## config.mk

```make
export PLATFORM = sky130hd
export DESIGN_NAME = lcdCtrlTop
export DESIGN_NICKNAME = d
export VERILOG_FILES = /design/src/verilog/lcdPkg.sv /design/src/verilog/lcdByteIf.sv /design/src/verilog/lcdCtrlTop.sv /design/src/verilog/lcdBusWriter.sv /design/src/verilog/lcdSequencer.sv /design/src/verilog/lcdWbRegs.sv
export SDC_FILE = /design/constraint.sdc
export NUM_CORES = 1
export LEC_CHECK = 0
export ABC_CLOCK_PERIOD_IN_PS = 35200
export CORE_AREA = 4 4 163 165
export DETAILED_ROUTE_END_ITERATION = 16
export DIE_AREA = 0 0 167 169
export DONT_BUFFER_PORTS = 1
export HOLD_SLACK_MARGIN = 0.15
export PLACE_DENSITY = 0.69
export SLEW_MARGIN = 20
export SYNTH_ARGS = -nofsm -noshare
export SYNTH_HDL_FRONTEND = slang
export SYNTH_SLANG_ARGS = --single-unit
```

## constraint.sdc

```tcl
create_clock -name clk -period 35.2 [get_ports clk]
set_input_delay 1.76 -clock clk [delete_from_list [all_inputs] [get_ports clk]]
set_output_delay 1.76 -clock clk [all_outputs]
set_load 0.01 [all_outputs]
```

## src/verilog/lcdPkg.sv

```systemverilog
package lcdPkg;

    typedef enum logic [2:0] {
        opNone   = 3'd0,
        opInit   = 3'd1,
        opSleep  = 3'd2,
        opWake   = 3'd3,
        opColumn = 3'd4,
        opPage   = 3'd5,
        opFill   = 3'd6
    } lcdOp_t;

    typedef struct packed {
        lcdOp_t      op;
        logic [31:0] column;  // xs high, xs low, xe high, xe low.
        logic [31:0] page;
        logic [15:0] color;   // rgb565.
        logic [16:0] count;
    } lcdJob_t;

    typedef struct packed {
        logic       isData;
        logic [7:0] value;
        logic       last;     // closes the csx frame.
    } lcdByte_t;

    localparam logic [7:0] cmdSwReset  = 8'h01;
    localparam logic [7:0] cmdSleepIn  = 8'h10;
    localparam logic [7:0] cmdSleepOut = 8'h11;
    localparam logic [7:0] cmdDispOff  = 8'h28;
    localparam logic [7:0] cmdDispOn   = 8'h29;
    localparam logic [7:0] cmdColumn   = 8'h2A;
    localparam logic [7:0] cmdPage     = 8'h2B;
    localparam logic [7:0] cmdMemWrite = 8'h2C;
    localparam logic [7:0] cmdMadctl   = 8'h36;
    localparam logic [7:0] cmdPixFmt   = 8'h3A;

    localparam logic [7:0] parMadctl = 8'h30;
    localparam logic [7:0] parPixFmt = 8'h55;  // 16 bits per pixel.

    // panel delays shortened to a few dozen clocks.
    localparam logic [15:0] waitReset    = 16'd40;
    localparam logic [15:0] waitSleepOut = 16'd60;
    localparam logic [15:0] waitSleepIn  = 16'd30;
    localparam logic [15:0] waitDispOn   = 16'd20;

    localparam logic [2:0] adrCtrl   = 3'd0;
    localparam logic [2:0] adrColumn = 3'd1;
    localparam logic [2:0] adrPage   = 3'd2;
    localparam logic [2:0] adrColor  = 3'd3;
    localparam logic [2:0] adrCount  = 3'd4;

endpackage
```

## src/verilog/lcdByteIf.sv

```systemverilog
`timescale 1ns/1ps

interface lcdByteIf;
    import lcdPkg::*;

    logic     valid;
    logic     ready;
    lcdByte_t item;

    modport source (
        output valid,
        output item,
        input  ready
    );

    modport sink (
        input  valid,
        input  item,
        output ready
    );

endinterface

```

## src/verilog/lcdCtrlTop.sv

```systemverilog
`timescale 1ns/1ps

module lcdCtrlTop (
    input  logic        clk,
    input  logic        rst,
    input  logic        wbCyc,
    input  logic        wbStb,
    input  logic        wbWe,
    input  logic [2:0]  wbAdr,
    input  logic [31:0] wbDatW,
    output logic [31:0] wbDatR,
    output logic        wbAck,
    output logic        opDone,
    output logic        csx,
    output logic        dcx,
    output logic        wrx,
    output logic [7:0]  data
);
    import lcdPkg::*;

    lcdJob_t job;
    logic    start;
    logic    busy;
    logic    frameEnd;

    lcdByteIf byteLink ();

    lcdWbRegs uWbRegs (
        .clk    (clk),
        .rst    (rst),
        .wbCyc  (wbCyc),
        .wbStb  (wbStb),
        .wbWe   (wbWe),
        .wbAdr  (wbAdr),
        .wbDatW (wbDatW),
        .wbDatR (wbDatR),
        .wbAck  (wbAck),
        .job    (job),
        .start  (start),
        .busy   (busy)
    );

    lcdSequencer uSequencer (
        .clk      (clk),
        .rst      (rst),
        .start    (start),
        .job      (job),
        .frameEnd (frameEnd),
        .busy     (busy),
        .done     (opDone),
        .bytes    (byteLink.source)
    );

    lcdBusWriter uBusWriter (
        .clk      (clk),
        .rst      (rst),
        .bytes    (byteLink.sink),
        .frameEnd (frameEnd),
        .csx      (csx),
        .dcx      (dcx),
        .wrx      (wrx),
        .data     (data)
    );

endmodule

```

## src/verilog/lcdBusWriter.sv

```systemverilog
`timescale 1ns/1ps

module lcdBusWriter (
    input  logic       clk,
    input  logic       rst,
    lcdByteIf.sink     bytes,
    output logic       frameEnd,
    output logic       csx,
    output logic       dcx,
    output logic       wrx,
    output logic [7:0] data
);
    import lcdPkg::*;

    typedef enum logic [1:0] {
        wIdle,
        wOpen,
        wLow,
        wHigh
    } wrState_t;

    wrState_t state;
    lcdByte_t hold;
    logic     accept;

    assign bytes.ready = (state == wIdle);
    assign accept = bytes.valid && bytes.ready;

    always_ff @(posedge clk) begin
        if (accept) begin
            hold <= bytes.item;
        end
    end

    always_ff @(posedge clk) begin
        if (rst) begin
            state    <= wIdle;
            csx      <= 1'b1;
            dcx      <= 1'b1;
            wrx      <= 1'b1;
            data     <= 8'h00;
            frameEnd <= 1'b0;
        end else begin
            frameEnd <= 1'b0;
            case (state)
                wIdle: begin
                    if (accept) begin
                        if (csx) begin
                            csx   <= 1'b0;  // open the frame first.
                            state <= wOpen;
                        end else begin
                            wrx   <= 1'b0;
                            dcx   <= bytes.item.isData;
                            data  <= bytes.item.value;
                            state <= wLow;
                        end
                    end
                end
                wOpen: begin
                    wrx   <= 1'b0;
                    dcx   <= hold.isData;
                    data  <= hold.value;
                    state <= wLow;
                end
                wLow: begin
                    wrx   <= 1'b1;  // panel latches here.
                    state <= wHigh;
                end
                wHigh: begin
                    if (hold.last) begin
                        csx      <= 1'b1;
                        frameEnd <= 1'b1;
                    end
                    state <= wIdle;
                end
                default: state <= wIdle;
            endcase
        end
    end

    strobeInFrame: assert property (
        @(posedge clk) disable iff (rst) !wrx |-> !csx
    );

endmodule

```

## src/verilog/lcdSequencer.sv

```systemverilog
`timescale 1ns/1ps

module lcdSequencer (
    input  logic            clk,
    input  logic            rst,
    input  logic            start,
    input  lcdPkg::lcdJob_t job,
    input  logic            frameEnd,
    output logic            busy,
    output logic            done,
    lcdByteIf.source        bytes
);
    import lcdPkg::*;

    typedef enum logic [2:0] {
        stIdle,
        stSend,
        stWait,
        stPix,
        stClose
    } seqState_t;

    seqState_t   state;
    logic [2:0]  step;
    logic [15:0] waitCnt;
    logic [16:0] pixLeft;
    logic        lowHalf;
    logic        closed;
    logic        accept;

    lcdByte_t    scrByte;
    logic [15:0] scrWait;
    lcdByte_t    pixByte;
    logic [31:0] winWord;
    logic [7:0]  winCmd;

    function automatic lcdByte_t mkByte(
        input logic       isDat,
        input logic [7:0] val,
        input logic       lst
    );
        mkByte = '{isData: isDat, value: val, last: lst};
    endfunction

    assign accept = bytes.valid && bytes.ready;
    assign winWord = (job.op == opColumn) ? job.column : job.page;
    assign winCmd = (job.op == opColumn) ? cmdColumn : cmdPage;

    // byte list per operation with the pause that follows each byte.
    always_comb begin
        scrByte = mkByte(1'b0, 8'h00, 1'b1);  // nop.
        scrWait = 16'd0;
        case (job.op)
            opInit: begin
                case (step)
                    3'd0: begin
                        scrByte = mkByte(1'b0, cmdSwReset, 1'b0);
                        scrWait = waitReset;
                    end
                    3'd1: begin
                        scrByte = mkByte(1'b0, cmdSleepOut, 1'b0);
                        scrWait = waitSleepOut;
                    end
                    3'd2: scrByte = mkByte(1'b0, cmdPixFmt, 1'b0);
                    3'd3: scrByte = mkByte(1'b1, parPixFmt, 1'b0);
                    3'd4: scrByte = mkByte(1'b0, cmdMadctl, 1'b0);
                    3'd5: scrByte = mkByte(1'b1, parMadctl, 1'b0);
                    default: scrByte = mkByte(1'b0, cmdDispOn, 1'b1);
                endcase
            end
            opSleep: begin
                if (step == 3'd0) begin
                    scrByte = mkByte(1'b0, cmdDispOff, 1'b0);
                    scrWait = waitDispOn;
                end else begin
                    scrByte = mkByte(1'b0, cmdSleepIn, 1'b1);
                    scrWait = waitSleepIn;  // held busy until the panel settles.
                end
            end
            opWake: begin
                if (step == 3'd0) begin
                    scrByte = mkByte(1'b0, cmdSleepOut, 1'b0);
                    scrWait = waitSleepOut;
                end else begin
                    scrByte = mkByte(1'b0, cmdDispOn, 1'b1);
                end
            end
            opColumn, opPage: begin
                case (step)
                    3'd0: scrByte = mkByte(1'b0, winCmd, 1'b0);
                    3'd1: scrByte = mkByte(1'b1, winWord[31:24], 1'b0);
                    3'd2: scrByte = mkByte(1'b1, winWord[23:16], 1'b0);
                    3'd3: scrByte = mkByte(1'b1, winWord[15:8], 1'b0);
                    default: scrByte = mkByte(1'b1, winWord[7:0], 1'b1);
                endcase
            end
            opFill: scrByte = mkByte(1'b0, cmdMemWrite, job.count == 17'd0);
            default: ;
        endcase
    end

    assign pixByte = mkByte(1'b1, lowHalf ? job.color[7:0] : job.color[15:8],
                            lowHalf && (pixLeft == 17'd1));

    assign bytes.valid = (state == stSend) || (state == stPix);
    assign bytes.item = (state == stPix) ? pixByte : scrByte;

    always_ff @(posedge clk) begin
        if (rst) begin
            state   <= stIdle;
            busy    <= 1'b0;
            done    <= 1'b0;
            step    <= 3'd0;
            waitCnt <= 16'd0;
            pixLeft <= 17'd0;
            lowHalf <= 1'b0;
            closed  <= 1'b0;
        end else begin
            done <= 1'b0;
            case (state)
                stIdle: begin
                    if (start) begin
                        state   <= stSend;
                        busy    <= 1'b1;
                        step    <= 3'd0;
                        pixLeft <= job.count;
                        lowHalf <= 1'b0;
                        closed  <= 1'b0;
                    end
                end
                stSend: begin
                    if (accept) begin
                        if (scrByte.last) begin
                            waitCnt <= scrWait;
                            state   <= stClose;
                        end else if (job.op == opFill) begin
                            state <= stPix;
                        end else begin
                            step <= step + 3'd1;
                            if (scrWait != 16'd0) begin
                                waitCnt <= scrWait;  // counted from acceptance.
                                state   <= stWait;
                            end
                        end
                    end
                end
                stWait: begin
                    if (waitCnt == 16'd0) begin
                        state <= stSend;
                    end else begin
                        waitCnt <= waitCnt - 16'd1;
                    end
                end
                stPix: begin
                    if (accept) begin
                        lowHalf <= !lowHalf;
                        if (lowHalf) begin
                            pixLeft <= pixLeft - 17'd1;
                            if (pixLeft == 17'd1) begin
                                waitCnt <= 16'd0;
                                state   <= stClose;
                            end
                        end
                    end
                end
                stClose: begin
                    if (frameEnd) begin
                        closed <= 1'b1;
                    end
                    if (waitCnt != 16'd0) begin
                        waitCnt <= waitCnt - 16'd1;
                    end else if (closed || frameEnd) begin
                        done  <= 1'b1;
                        busy  <= 1'b0;
                        state <= stIdle;
                    end
                end
                default: state <= stIdle;
            endcase
        end
    end

    noStartWhileBusy: assert property (
        @(posedge clk) disable iff (rst) start |-> !busy
    );

endmodule

```

## src/verilog/lcdWbRegs.sv

```systemverilog
`timescale 1ns/1ps

module lcdWbRegs (
    input  logic            clk,
    input  logic            rst,
    input  logic            wbCyc,
    input  logic            wbStb,
    input  logic            wbWe,
    input  logic [2:0]      wbAdr,
    input  logic [31:0]     wbDatW,
    output logic [31:0]     wbDatR,
    output logic            wbAck,
    output lcdPkg::lcdJob_t job,
    output logic            start,
    input  logic            busy
);
    import lcdPkg::*;

    logic        req;
    logic        opValid;
    logic        launch;
    logic        statusBusy;
    logic [31:0] rdData;

    logic [31:0] colReg;
    logic [31:0] pageReg;
    logic [15:0] colorReg;
    logic [16:0] countReg;

    lcdOp_t      jobOp;
    logic [31:0] jobCol;
    logic [31:0] jobPage;
    logic [15:0] jobColor;
    logic [16:0] jobCount;

    assign req = wbCyc && wbStb && !wbAck;  // one ack per request.
    assign opValid = (wbDatW[2:0] >= 3'(opInit)) && (wbDatW[2:0] <= 3'(opFill));
    assign statusBusy = busy || start;
    assign launch = req && wbWe && (wbAdr == adrCtrl) && opValid && !statusBusy;

    assign job = '{
        op:     jobOp,
        column: jobCol,
        page:   jobPage,
        color:  jobColor,
        count:  jobCount
    };

    always_comb begin
        case (wbAdr)
            adrCtrl:   rdData = {31'd0, statusBusy};
            adrColumn: rdData = colReg;
            adrPage:   rdData = pageReg;
            adrColor:  rdData = {16'd0, colorReg};
            adrCount:  rdData = {15'd0, countReg};
            default:   rdData = 32'd0;
        endcase
    end

    always_ff @(posedge clk) begin
        if (rst) begin
            wbAck <= 1'b0;
            start <= 1'b0;
            jobOp <= opNone;
        end else begin
            wbAck <= req;
            start <= launch;
            if (launch) begin
                jobOp <= lcdOp_t'(wbDatW[2:0]);
            end
        end
    end

    always_ff @(posedge clk) begin
        if (req && wbWe) begin
            case (wbAdr)
                adrColumn: colReg <= wbDatW;
                adrPage:   pageReg <= wbDatW;
                adrColor:  colorReg <= wbDatW[15:0];
                adrCount:  countReg <= wbDatW[16:0];
                default: ;
            endcase
        end
        if (req) begin
            wbDatR <= rdData;
        end
        if (launch) begin  // snapshot so later writes do not disturb a running job.
            jobCol   <= colReg;
            jobPage  <= pageReg;
            jobColor <= colorReg;
            jobCount <= countReg;
        end
    end

    ackInsideStrobe: assert property (
        @(posedge clk) disable iff (rst) wbAck |-> wbStb
    );

endmodule

```

==> results of run 1 <==
layout by cell type (no fill, tap or decap), types with 17 or more instances in the layout:
cell       Yosys  layout
nand2_1       74      74
a221o_1       19      19
nor2_1        62      61
nor2b_1       18      17
a22o_1        33      33
mux2i_1       20      20
and3_1        17      17
dfxtp_1       62      62
a21oi_1       52      52
edfxtp_1     236     236
inv_1         19      19
clkbuf_16      0      30
o21ai_0       40      40
nor3_1        22      22
final timing paths:
check                          start                      to  slack (ns)  depth (start not counted)
setup / recovery               wbCyc     uWbRegs.jobCount[0]       31.42                          7
hold / removal    uWbRegs.colReg[24]      uWbRegs.jobCol[24]        0.44                          0
setup reg to reg    uWbRegs.jobOp[1]  uSequencer.waitCnt[12]       32.03                          6
hold reg to reg   uWbRegs.colReg[24]      uWbRegs.jobCol[24]        0.44                          0
power groups by stage:
stage          Sequential (mW)  Clock, mW  Combinational [mW]
2_1_floorplan            0.411          0              0.0899
3_3_place_gp             0.417          0               0.103
3_5_place_dp             0.417          0               0.104
4_1_cts                  0.410      0.314               0.105
5_1_grt                  0.412      0.330               0.119
6_report                 0.410      0.310               0.105
layout make-up:
| type | count | area (sq um) | share of cell area, % |
|---|---|---|---|
| tap | 330 | 413 | 3.03 |
| sequential | 298 | 8330 | 61.1 |
| clock inverter | 13 | 140 | 1.03 |
| clock buffer | 42 | 836 | 6.14 |
| timing repair buffer | 12 | 93.8 | 0.689 |
| multi-input combinational | 573 | 3740 | 27.5 |
| inverter | 19 | 71.3 | 0.524 |
flip-flops by register name, indices dropped and copies added (netlist names), 2 cells and up:
signal              count
uSequencer.step         3
uWbRegs.pageReg        32
uWbRegs.jobCount       17
uWbRegs.countReg       17
uWbRegs.colorReg       16
uSequencer.state        3
uBusWriter.data         8
uSequencer.pixLeft     17
uSequencer.waitCnt     16
uWbRegs.jobPage        32
uWbRegs.jobOp           3
uBusWriter.state        2
uWbRegs.jobColor       16
uBusWriter.hold        10
uWbRegs.colReg         32
uWbRegs.jobCol         32
uWbRegs.wbDatR         32
cell families (layout without fill, tap and decap cells):
kind of cell               after synthesis  in the layout  share of synthesized area, %
AOI/OAI and AO/OA                      254            254                          14.7
xor gates and xnor gates                 3              3                         0.213
adders and majority gates               16             16                          1.62
buffers and inverters                   76             86                          2.45
DFF                                    298            298                          67.5
muxes                                   23             23                          1.90
and+or+nand+nor                        277            277                          11.7
routing by layer:
layer,vias up,share of wire (%),global-route usage (%),wire length [um]
li1,3660,-,-,-
met1,3823,41,26.6,11800
met2,303,46,31.2,13300
met3,67,9.1,5.82,2630
met4,0,3.4,6.83,990
met5,-,0,0,0
per-stage QoR:
| step | std cells | hold slack (ns) | setup WS (ns) |
|---|---|---|---|
| after floorplan | 947 | 0.426 | 21.34 |
| after global placement | 1232 | 0.432 | 30.69 |
| after detailed placement | 1232 | 0.434 | 30.86 |
| after CTS | 1287 | 0.446 | 31.45 |
| after global routing | 1287 | 0.453 | 31.27 |
| final | 1287 | 0.444 | 31.42 |
==> results.md, run 1 <==
- Status: complete, no violations
- Top_reg_cell synth: edfxtp_1
- Max Root-Sink Buffers: 3
- Maximum vdd drop: 0.0473 mV
- Clock network power share: 37.6%
- Syn Inst Count: 947
- Diode count: 0
- Final period utilization: 10.7%
- Power per cell area: 60.5 mW/mm^2
- Fill cells: 2,042
- Setup TNS: 0 ns
- Finished Core Util: 54.4%
- Post-synthesis instance area: 0.0123 sq mm
- Clock sinks: 298
- Rows: 58
- Internal: 0.612 mW
- Final wirelength: 28.7 mm
- Die area: 0.0282 sq mm
- Clock Latency Late Sink: 0.56 ns
- Initial antenna violation count: 0
- Number of hold buffers added after cts: 0
- Count of different cell masters after synthesis: 73
- Pin count of the biggest net entering global routing: 99
- Worst Tran Pin Value: 1.16 ns
- Top Ports: 85
- PostCTS Resize Cnt: 0
- FF+latch count, synth: 298
- EDFF count, synth: 236
- Post-synth ARST share: 0%
- CP max stage delay: 0.67 ns
- Post-DRT Antenna Nets: 0
- Final Instance Area: 0.0136 sq mm
- Grt ovf: 0
- Post-Syn Nets: 1,003
- Synth area leaders: edfxtp_1, dfxtp_1, a22o_1, nand2_1, a21oi_1
- Flop pwr share: 49.7%
- Yosys warns: 0
- All-Layer GR Usage: 19.8%
- Top post-synthesis cells by count: edfxtp_1, nand2_1, dfxtp_1, nor2_1, a21oi_1
- First-pass GRT wire length: 44.2 mm
- TritonCTS buffer count: 30
- Max_cap viols: 0
- Placed Area: 0.0126 sq mm
- CP arrival: 3.96 ns
- Layout cell share with drive strength beyond 1: 8.15%
- Area Overhead vs Synth: 10.3%
- Wirelength per Cell: 22.3 um
- Via count of the first global-routing pass: 7,671
- H-Tree Depth: 1
- Area share of the largest cell type after synthesis: 57.4%
- Comb pwr share: 12.7%
- Die H: 169 um
- Hold Vio Cnt, Final: 0
- DRT Pass-1 Iters: 7
- RSZ-0062 raised after global routing: false
- Final setup viols: 0
- Sw frac: 25.7%
- Power Total: 0.824 mW
- Relative slew slack: 20.6%
- Routability congestion estimate: 0.876
- Reg clk slew, reported paths: 0.06 ns
- Post-CTS setup repair buffer count: 0
- DP HPWL: 19.3 mm
- Crit path kind: in2reg
- CP required: 35.38 ns
- Worst Clk Skew: 0.0166 ns
- Min Tclk post-route: 3.78 ns
- Crit path buffers/inverters: 2
- Final slew viol count: 0
- Worst min-delay path class: reg2reg
- Core box area: 0.0250 sq mm
- Slowest-stage cell, CP: buf_6
- DRC viols: 0
- Max Freq: 0.265 GHz
- Port bufs: 0
- Psw: 0.212 mW
- Register area share after synthesis: 67.5%
- Critical Path, Cell by Cell: nand2_1, nor2_4, buf_4, nand2_1, or3_1, nor4_2, buf_6
- Die width: 167 um
- Worst Path Max Fanout: 98
- Root Buffer: clkbuf_16
- DR vias: 7,853
- CP Launch Type: input port
- Crit path top cell by count: nand2_1
- Initial drt markers: 829
- Leak: 4.52 nW
- Fin nets: 990
- Crit-path leading delay family: buffers and inverters
- Mean Syn Cell Area: 13.0 sq um
- Most common cell in the netlist: edfxtp_1
- Initial core utilization: 49.3%
- Mean number of vias per cell: 6.10
- Crit path capture type: register
- Synth area leader: edfxtp_1
- CTS tree: done
No activity file was read; power rests on OpenSTA's default activity.
==> run 2, diff against run 1 <==
--- a/config.mk
+++ b/config.mk
@@ -5,7 +5,7 @@
 export SDC_FILE = /design/constraint.sdc
 export NUM_CORES = 1
 export LEC_CHECK = 0
-export ABC_CLOCK_PERIOD_IN_PS = 35200
+export ABC_CLOCK_PERIOD_IN_PS = 4000
 export CORE_AREA = 4 4 163 165
 export DETAILED_ROUTE_END_ITERATION = 16
 export DIE_AREA = 0 0 167 169
==> constraint.sdc (replaced) <==
create_clock -name clk -period 4 [get_ports clk]
set_input_delay 0.2 -clock clk [delete_from_list [all_inputs] [get_ports clk]]
set_output_delay 0.2 -clock clk [all_outputs]
set_load 0.01 [all_outputs]
==> run 2 against run 1 <==
Compared with the run above: worst setup slack got worse by 31 ns; sequential power rose to 8.8 times the previous value; register-to-register slack worse by 32 ns; hold slack got worse by 0.28 ns; via count increased by 4.0%; utilization up 2.2 points; clock power rose to 9.1 times the previous value.
==> results.md, run 2 (same netlist as run 1, synthesis figures left out) <==
- Die area: 0.0282 sq mm (unchanged)
- Worst min-delay path class: in2reg (was reg2reg)
- Die H: 169 um (unchanged)
- Final setup viols: 0 (unchanged)
- CTS tree: done (unchanged)
- Root Buffer: clkbuf_16 (unchanged)
- RSZ-0062 raised after global routing: false (unchanged)
- DR vias: 8,169 (was 7,853)
- DRT Pass-1 Iters: 5 (was 7)
- Reg clk slew, reported paths: 0.06 ns (about the same)
- Crit path capture type: register (unchanged)
- Final period utilization: 88.7%
- CP arrival: 3.99 ns (was 3.96 ns)
- Layout cell share with drive strength beyond 1: 8.85% (was 8.15%)
- Grt ovf: 0 (unchanged)
- Diode count: 0 (unchanged)
- Maximum vdd drop: 0.398 mV (was 0.0473 mV)
- Commonest non-fill, non-tap cell in the layout: edfxtp_1 (unchanged)
- Core box area: 0.0250 sq mm (unchanged)
- Clock Latency Late Sink: 0.56 ns (about the same)
- DRC viols: 0 (unchanged)
- Final wirelength: 30.0 mm (was 28.7 mm)
- Rows: 58 (unchanged)
- All-Layer GR Usage: 20.7% (was 19.8%)
- Max Freq: 0.282 GHz
- Hold Vio Cnt, Final: 0 (unchanged)
- Leak: 4.76 nW (was 4.52 nW)
- Worst Tran Pin Value: 1.02 ns (was 1.16 ns)
- Wirelength per Cell: 22.5 um (was 22.3 um)
- Initial core utilization: 49.3% (unchanged)
- DP Worst Slack: 0.957 ns (was 30.86 ns)
- Max_cap viols: 0 (unchanged)
- Post-DRT Antenna Nets: 0 (unchanged)
- Worst Clk Skew: 0.0161 ns (was 0.0166 ns)
- Crit path kind: reg2reg (was in2reg)
- Max Root-Sink Buffers: 3 (unchanged)
- Top Ports: 85 (unchanged)
- Area Overhead vs Synth: 14.7% (was 10.3%)
- First-pass GRT wire length: 45.9 mm (was 44.2 mm)
- Finished Core Util: 56.6% (was 54.4%)
- Via count of the first global-routing pass: 7,984 (was 7,671)
- Min Tclk post-route: 3.55 ns
- CP required: 4.44 ns (was 35.38 ns)
- CP Launch Type: register (was input port)
- Post-CTS setup repair buffer count: 0 (unchanged)
- Die width: 167 um (unchanged)
- Mean number of vias per cell: 6.11 (was 6.10)
- Fin worst setup slack: 0.454 ns (was 31.42 ns)
- Initial drt markers: 833 (was 829)
- Port bufs: 0 (unchanged)
- Clock sinks: 298 (unchanged)
- Most frequent cells in the layout: edfxtp_1, nand2_1, nor2_1, dfxtp_1, a21oi_1 (was edfxtp_1, nand2_1, dfxtp_1)
- Initial antenna violation count: 0 (unchanged)
- Power per cell area: 524 mW/mm^2 (was 60.5 mW/mm^2)
- TritonCTS buffer count: 30 (unchanged)
- Fin nets: 1,039 (was 990)
- H-Tree Depth: 1 (unchanged)
- Routability congestion estimate: 0.912 (was 0.876)
- DP HPWL: 19.6 mm (was 19.3 mm)
- Pin count of the biggest net entering global routing: 60 (was 99)
- Final slew viol count: 0 (unchanged)
- Relative slew slack: 31.5% (was 20.6%)
- Fill cells: 2,017 (was 2,042)
- Worst Path Max Fanout: 24 (was 98)
- Status: complete, no violations (unchanged)
==> run 2: cell count changes in the layout (fill, tap and decap cells not counted), sizes merged <==
cell	before	now
dlygate4sd3	0	43
buf	12	18
bufinv	2	4
inv	19	20
clkbuf	42	34
clkinv	9	13
clkinvlp	2	3
==> run 2: area by class of cell <==
| cell class | count | area, sq um | share of cell area, % |
|---|---|---|---|
| clock buffers | 34 | 776 | 5.48 |
| clock inverters | 21 | 236 | 1.67 |
| inverters | 19 | 71.3 | 0.503 |
| multi-input cells | 573 | 3750 | 26.5 |
| flip-flops and latches | 298 | 8330 | 58.8 |
| well taps | 330 | 413 | 2.91 |
| repair buffers | 61 | 586 | 4.13 |
==> run 2: report_power, final <==
group | internal (mW) | switching [mW] | leakage [nW]
clock | 1.66 | 1.17 | 0.488
combinational | 0.373 | 0.632 | 1.63
sequential | 3.47 | 0.129 | 2.64
==> run 2: final timing paths <==
path / from / depth (start not counted) / slack [ns] / endpoint
min: wbAdr[0] / 2 / 0.17 / uWbRegs.pageReg[24]
max reg2reg: uSequencer.step[1] / 9 / 0.45 / uSequencer.waitCnt[8]
min reg2reg: uWbRegs.colorReg[14] / 0 / 0.45 / uWbRegs.jobColor[14]
max: uSequencer.step[1] / 9 / 0.45 / uSequencer.waitCnt[8]
==> run 2: metrics by stage <==
step / hold WS [ns] / total power [mW] / setup TNS [ns] / cells / cell area, sq um
after floorplan: 0.299 / 4.41 / -89.66 / 947 / 12400
after global placement: 0.278 / 4.59 / 0 / 1237 / 12700
after detailed placement: 0.278 / 4.60 / 0 / 1237 / 12700
after CTS: 0.152 / 7.47 / 0 / 1336 / 14200
after global routing: 0.170 / 7.74 / 0 / 1336 / 14200
final: 0.166 / 7.43 / 0 / 1336 / 14200
==> run 2: worst max-delay path: stages (launching register included) <==
cell and delay, ns:
dfxtp_1 0.37, inv_1 0.17, ha_1 0.30, nor2b_1 0.38, o211ai_1 0.20, or4bb_1 0.59
o221ai_4 0.59, or3_1 0.20, a21oi_1 0.06, dlygate4sd3_1 0.56
==> run 2: what timing repair did <==
action	4_1_cts	5_1_grt
endpoints found under the setup margin	0	0
hold buffers	44	0
endpoints found under the hold margin	167	0
resized for setup	0	0
==> run 2: metal layers <==
metal / vias to the layer above / wire (um) / GRT usage [%]
li1: 3764 / - / -
met1: 4036 / 12600 / 28.7
met2: 328 / 14500 / 33.7
met3: 41 / 2380 / 4.27
met4: 0 / 575 / 5.27
met5: - / 0 / 0
==> run 3, diff against run 2 <==
--- a/config.mk
+++ b/config.mk
@@ -6,9 +6,9 @@
 export NUM_CORES = 1
 export LEC_CHECK = 0
 export ABC_CLOCK_PERIOD_IN_PS = 4000
-export CORE_AREA = 4 4 163 165
+export CORE_AREA = 4 4 124 215
 export DETAILED_ROUTE_END_ITERATION = 16
-export DIE_AREA = 0 0 167 169
+export DIE_AREA = 0 0 128 219
 export DONT_BUFFER_PORTS = 1
 export HOLD_SLACK_MARGIN = 0.15
 export PLACE_DENSITY = 0.69
==> run 3 against run 2 <==
Compared with the run above: clock power fell by 14%; sequential power about the same; final cell count decreased by 1.9%; via count decreased by 0.78%; combinational power hardly changed; largest power group unchanged.
==> results.md, run 3 (same netlist as run 1, synthesis figures left out) <==
- Flop pwr share: 51.1% (was 48.4%)
- Worst Path Max Fanout: 12 (was 24)
- Rows: 77 (was 58)
- PostCTS Resize Cnt: 0 (unchanged)
- Top Ports: 85 (unchanged)
- Power Total: 7.05 mW (was 7.43 mW)
- Worst Tran Pin Value: 1.02 ns (about the same)
- Pin count of the biggest net entering global routing: 75 (was 60)
- Maximum vdd drop: 0.378 mV (was 0.398 mV)
- Met2 Use GR: 41.1% (was 33.7%)
- Sw frac: 27.1% (was 26.0%)
- Final wirelength: 31.3 mm (was 30.0 mm)
- Routability congestion estimate: 0.904 (was 0.912)
- Root Buffer: clkbuf_16 (unchanged)
- Wirelength per Cell: 23.9 um (was 22.5 um)
- Worst Clk Skew: 0.00991 ns (was 0.0161 ns)
- Via count of the first global-routing pass: 8,100 (was 7,984)
- Psw: 1.91 mW (was 1.93 mW)
- Crit path buffers/inverters: 2 (unchanged)
- Most frequent cells in the layout: edfxtp_1, nand2_1, nor2_1, dfxtp_1, a21oi_1 (unchanged)
- Finished Core Util: 55.6% (was 56.6%)
- Met1 Track Usage GR: 24.7% (was 28.7%)
- Post-Layout Cell Count: 1,310 (was 1,336)
- Comb pwr share: 14.6% (was 13.5%)
- First-pass GRT wire length: 47.2 mm (was 45.9 mm)
- Clock sinks: 298 (unchanged)
- Initial core utilization: 49.3% (about the same)
- Hold Vio Cnt, Final: 0 (unchanged)
- Die area: 0.0280 sq mm (was 0.0282 sq mm)
- DRT Pass-1 Iters: 5 (unchanged)
- Worst R2R Start: uSequencer.step[1] (unchanged)
- DRC viols: 0 (unchanged)
- Power per cell area: 506 mW/mm^2 (was 524 mW/mm^2)
- Initial drt markers: 725 (was 833)
- CP arrival: 3.69 ns (was 3.99 ns)
- All-Layer GR Usage: 22.1% (was 20.7%)
- Commonest non-fill, non-tap cell in the layout: edfxtp_1 (unchanged)
- Die H: 219 um (was 169 um)
- Final slew viol count: 0 (unchanged)
- CP required: 4.49 ns (was 4.44 ns)
- CTS tree: done (unchanged)
- Crit. Startpoint: uSequencer.step[1] (unchanged)
- DP HPWL: 21.3 mm (was 19.6 mm)
- GR peak layer: met2 (unchanged)
- Crit path kind: reg2reg (unchanged)
- Core box area: 0.0250 sq mm (about the same)
- Final setup viols: 0 (unchanged)
- Fin nets: 1,033 (was 1,039)
- H-Tree Depth: 1 (unchanged)
- Internal: 5.14 mW (was 5.50 mW)
- CP max stage delay: 0.84 ns (was 0.59 ns)
- Slowest-stage cell, CP: nor2b_1 (was or4bb_1)
- RSZ-0062 raised after global routing: false (unchanged)
- Leak: 4.64 nW (was 4.76 nW)
- Relative slew slack: 31.7% (was 31.5%)
- Post-DRT Antenna Nets: 0 (unchanged)
- Worst min-delay path class: in2reg (unchanged)
- Crit path capture type: register (unchanged)
- Placed insts: 1,222 (was 1,237)
- Layout cell share with drive strength beyond 1: 8.35% (was 8.85%)
- Area Overhead vs Synth: 12.8% (was 14.7%)
- Mean number of vias per cell: 6.19 (was 6.11)
- Global routing met3 resource utilization: 3.02% (was 4.27%)
- Crit-path leading delay family: compound AO/OA/AOI/OAI gates (was simple AND/OR/NAND/NOR gates)
- Die width: 128 um (was 167 um)
- Status: complete, no violations (unchanged)
- Grt ovf: 0 (unchanged)
- Max Root-Sink Buffers: 3 (unchanged)
- Min Tclk post-route: 3.20 ns (was 3.55 ns)
- Final period utilization: 80.0% (was 88.7%)
- TritonCTS buffer count: 27 (was 30)
- Critical Path, Cell by Cell: inv_1, ha_1, nor2b_1, a221oi_1, o22ai_1, o21ai_0, a311oi_1, dlygate4sd3_1 (was inv_1, ha_1, nor2b_1, o211ai_1, or4bb_1, o221ai_4, or3_1, a21oi_1, dlygate4sd3_1)
- DR vias: 8,105 (was 8,169)
- Max_cap viols: 0 (unchanged)
- HP Start: wbAdr[2] (was wbAdr[0])
- Diode count: 0 (unchanged)
- Reg clk slew, reported paths: 0.07 ns (was 0.06 ns)
- CP Launch Type: register (unchanged)
- Port bufs: 0 (unchanged)
- Max Freq: 0.313 GHz (was 0.282 GHz)
- Clock Latency Late Sink: 0.54 ns (was 0.56 ns)
- Initial antenna violation count: 0 (unchanged)
- Clock network power share: 34.3% (was 38.0%)
## run 3: worst paths after layout
kind | endpoint | slack (ns) | cells past startpoint
setup / recovery | uBusWriter.data[6] | 0.80 | 8
hold / removal | uWbRegs.jobOp[1] | 0.17 | 4
setup reg to reg | uBusWriter.data[6] | 0.80 | 8
hold reg to reg | uWbRegs.jobCount[6] | 0.44 | 0
## run 3: worst register-to-register path, cell delays in order, from the launching register on
cell and delay [ns]:
dfxtp_1 0.38, inv_1 0.17, ha_1 0.28, nor2b_1 0.84, a221oi_1 0.18, o22ai_1 0.23, o21ai_0 0.18, a311oi_1 0.31
dlygate4sd3_1 0.57
## run 3: power by group through the flow
stage               registers [mW]  clock network, mW  logic (mW)
floorplan                     3.61                  0       0.792
global placement              3.66                  0       0.952
detailed placement            3.67                  0       0.964
CTS                           3.60               2.46        1.03
global route                  3.62               2.59        1.14
finish                        3.60               2.42        1.03
## run 3: layout make-up
| type | instances | area [sq um] |
|---|---|---|
| fill | 2061 | 11100 |
| tap | 316 | 395 |
| clock buffer | 30 | 687 |
| inverter | 19 | 71.3 |
| sequential | 298 | 8330 |
| timing repair buffer | 58 | 558 |
| multi-input combinational | 573 | 3760 |
| clock inverter | 16 | 129 |
## run 3: repair_timing
action / in CTS / in global routing
endpoints found under the setup margin: 0 / 0
hold endpoints to repair: 190 / 0
hold buffers: 42 / 0
buffers inserted: 0 / 0
## run 3: routing by layer
metal  wire [um]  vias to the layer above  share of wire (%)
li1            -                     3750                  -
met1       11200                     4025                 36
met5           0                        -                  0
met3        1380                       71                4.4
met2       17200                      259                 55
met4        1490                        0                4.8
## run 3: metrics by stage
step           hold slack [ns]  setup TNS (ns)  area (sq um)  worst slack (ns)
6_report                 0.167               0         13900             0.800
5_1_grt                  0.177               0         13900             0.613
4_1_cts                  0.156               0         13900             0.879
3_5_place_dp             0.286               0         12700             0.991
3_3_place_gp             0.283               0         12700             0.998
2_1_floorplan            0.299          -89.66         12400            -0.916
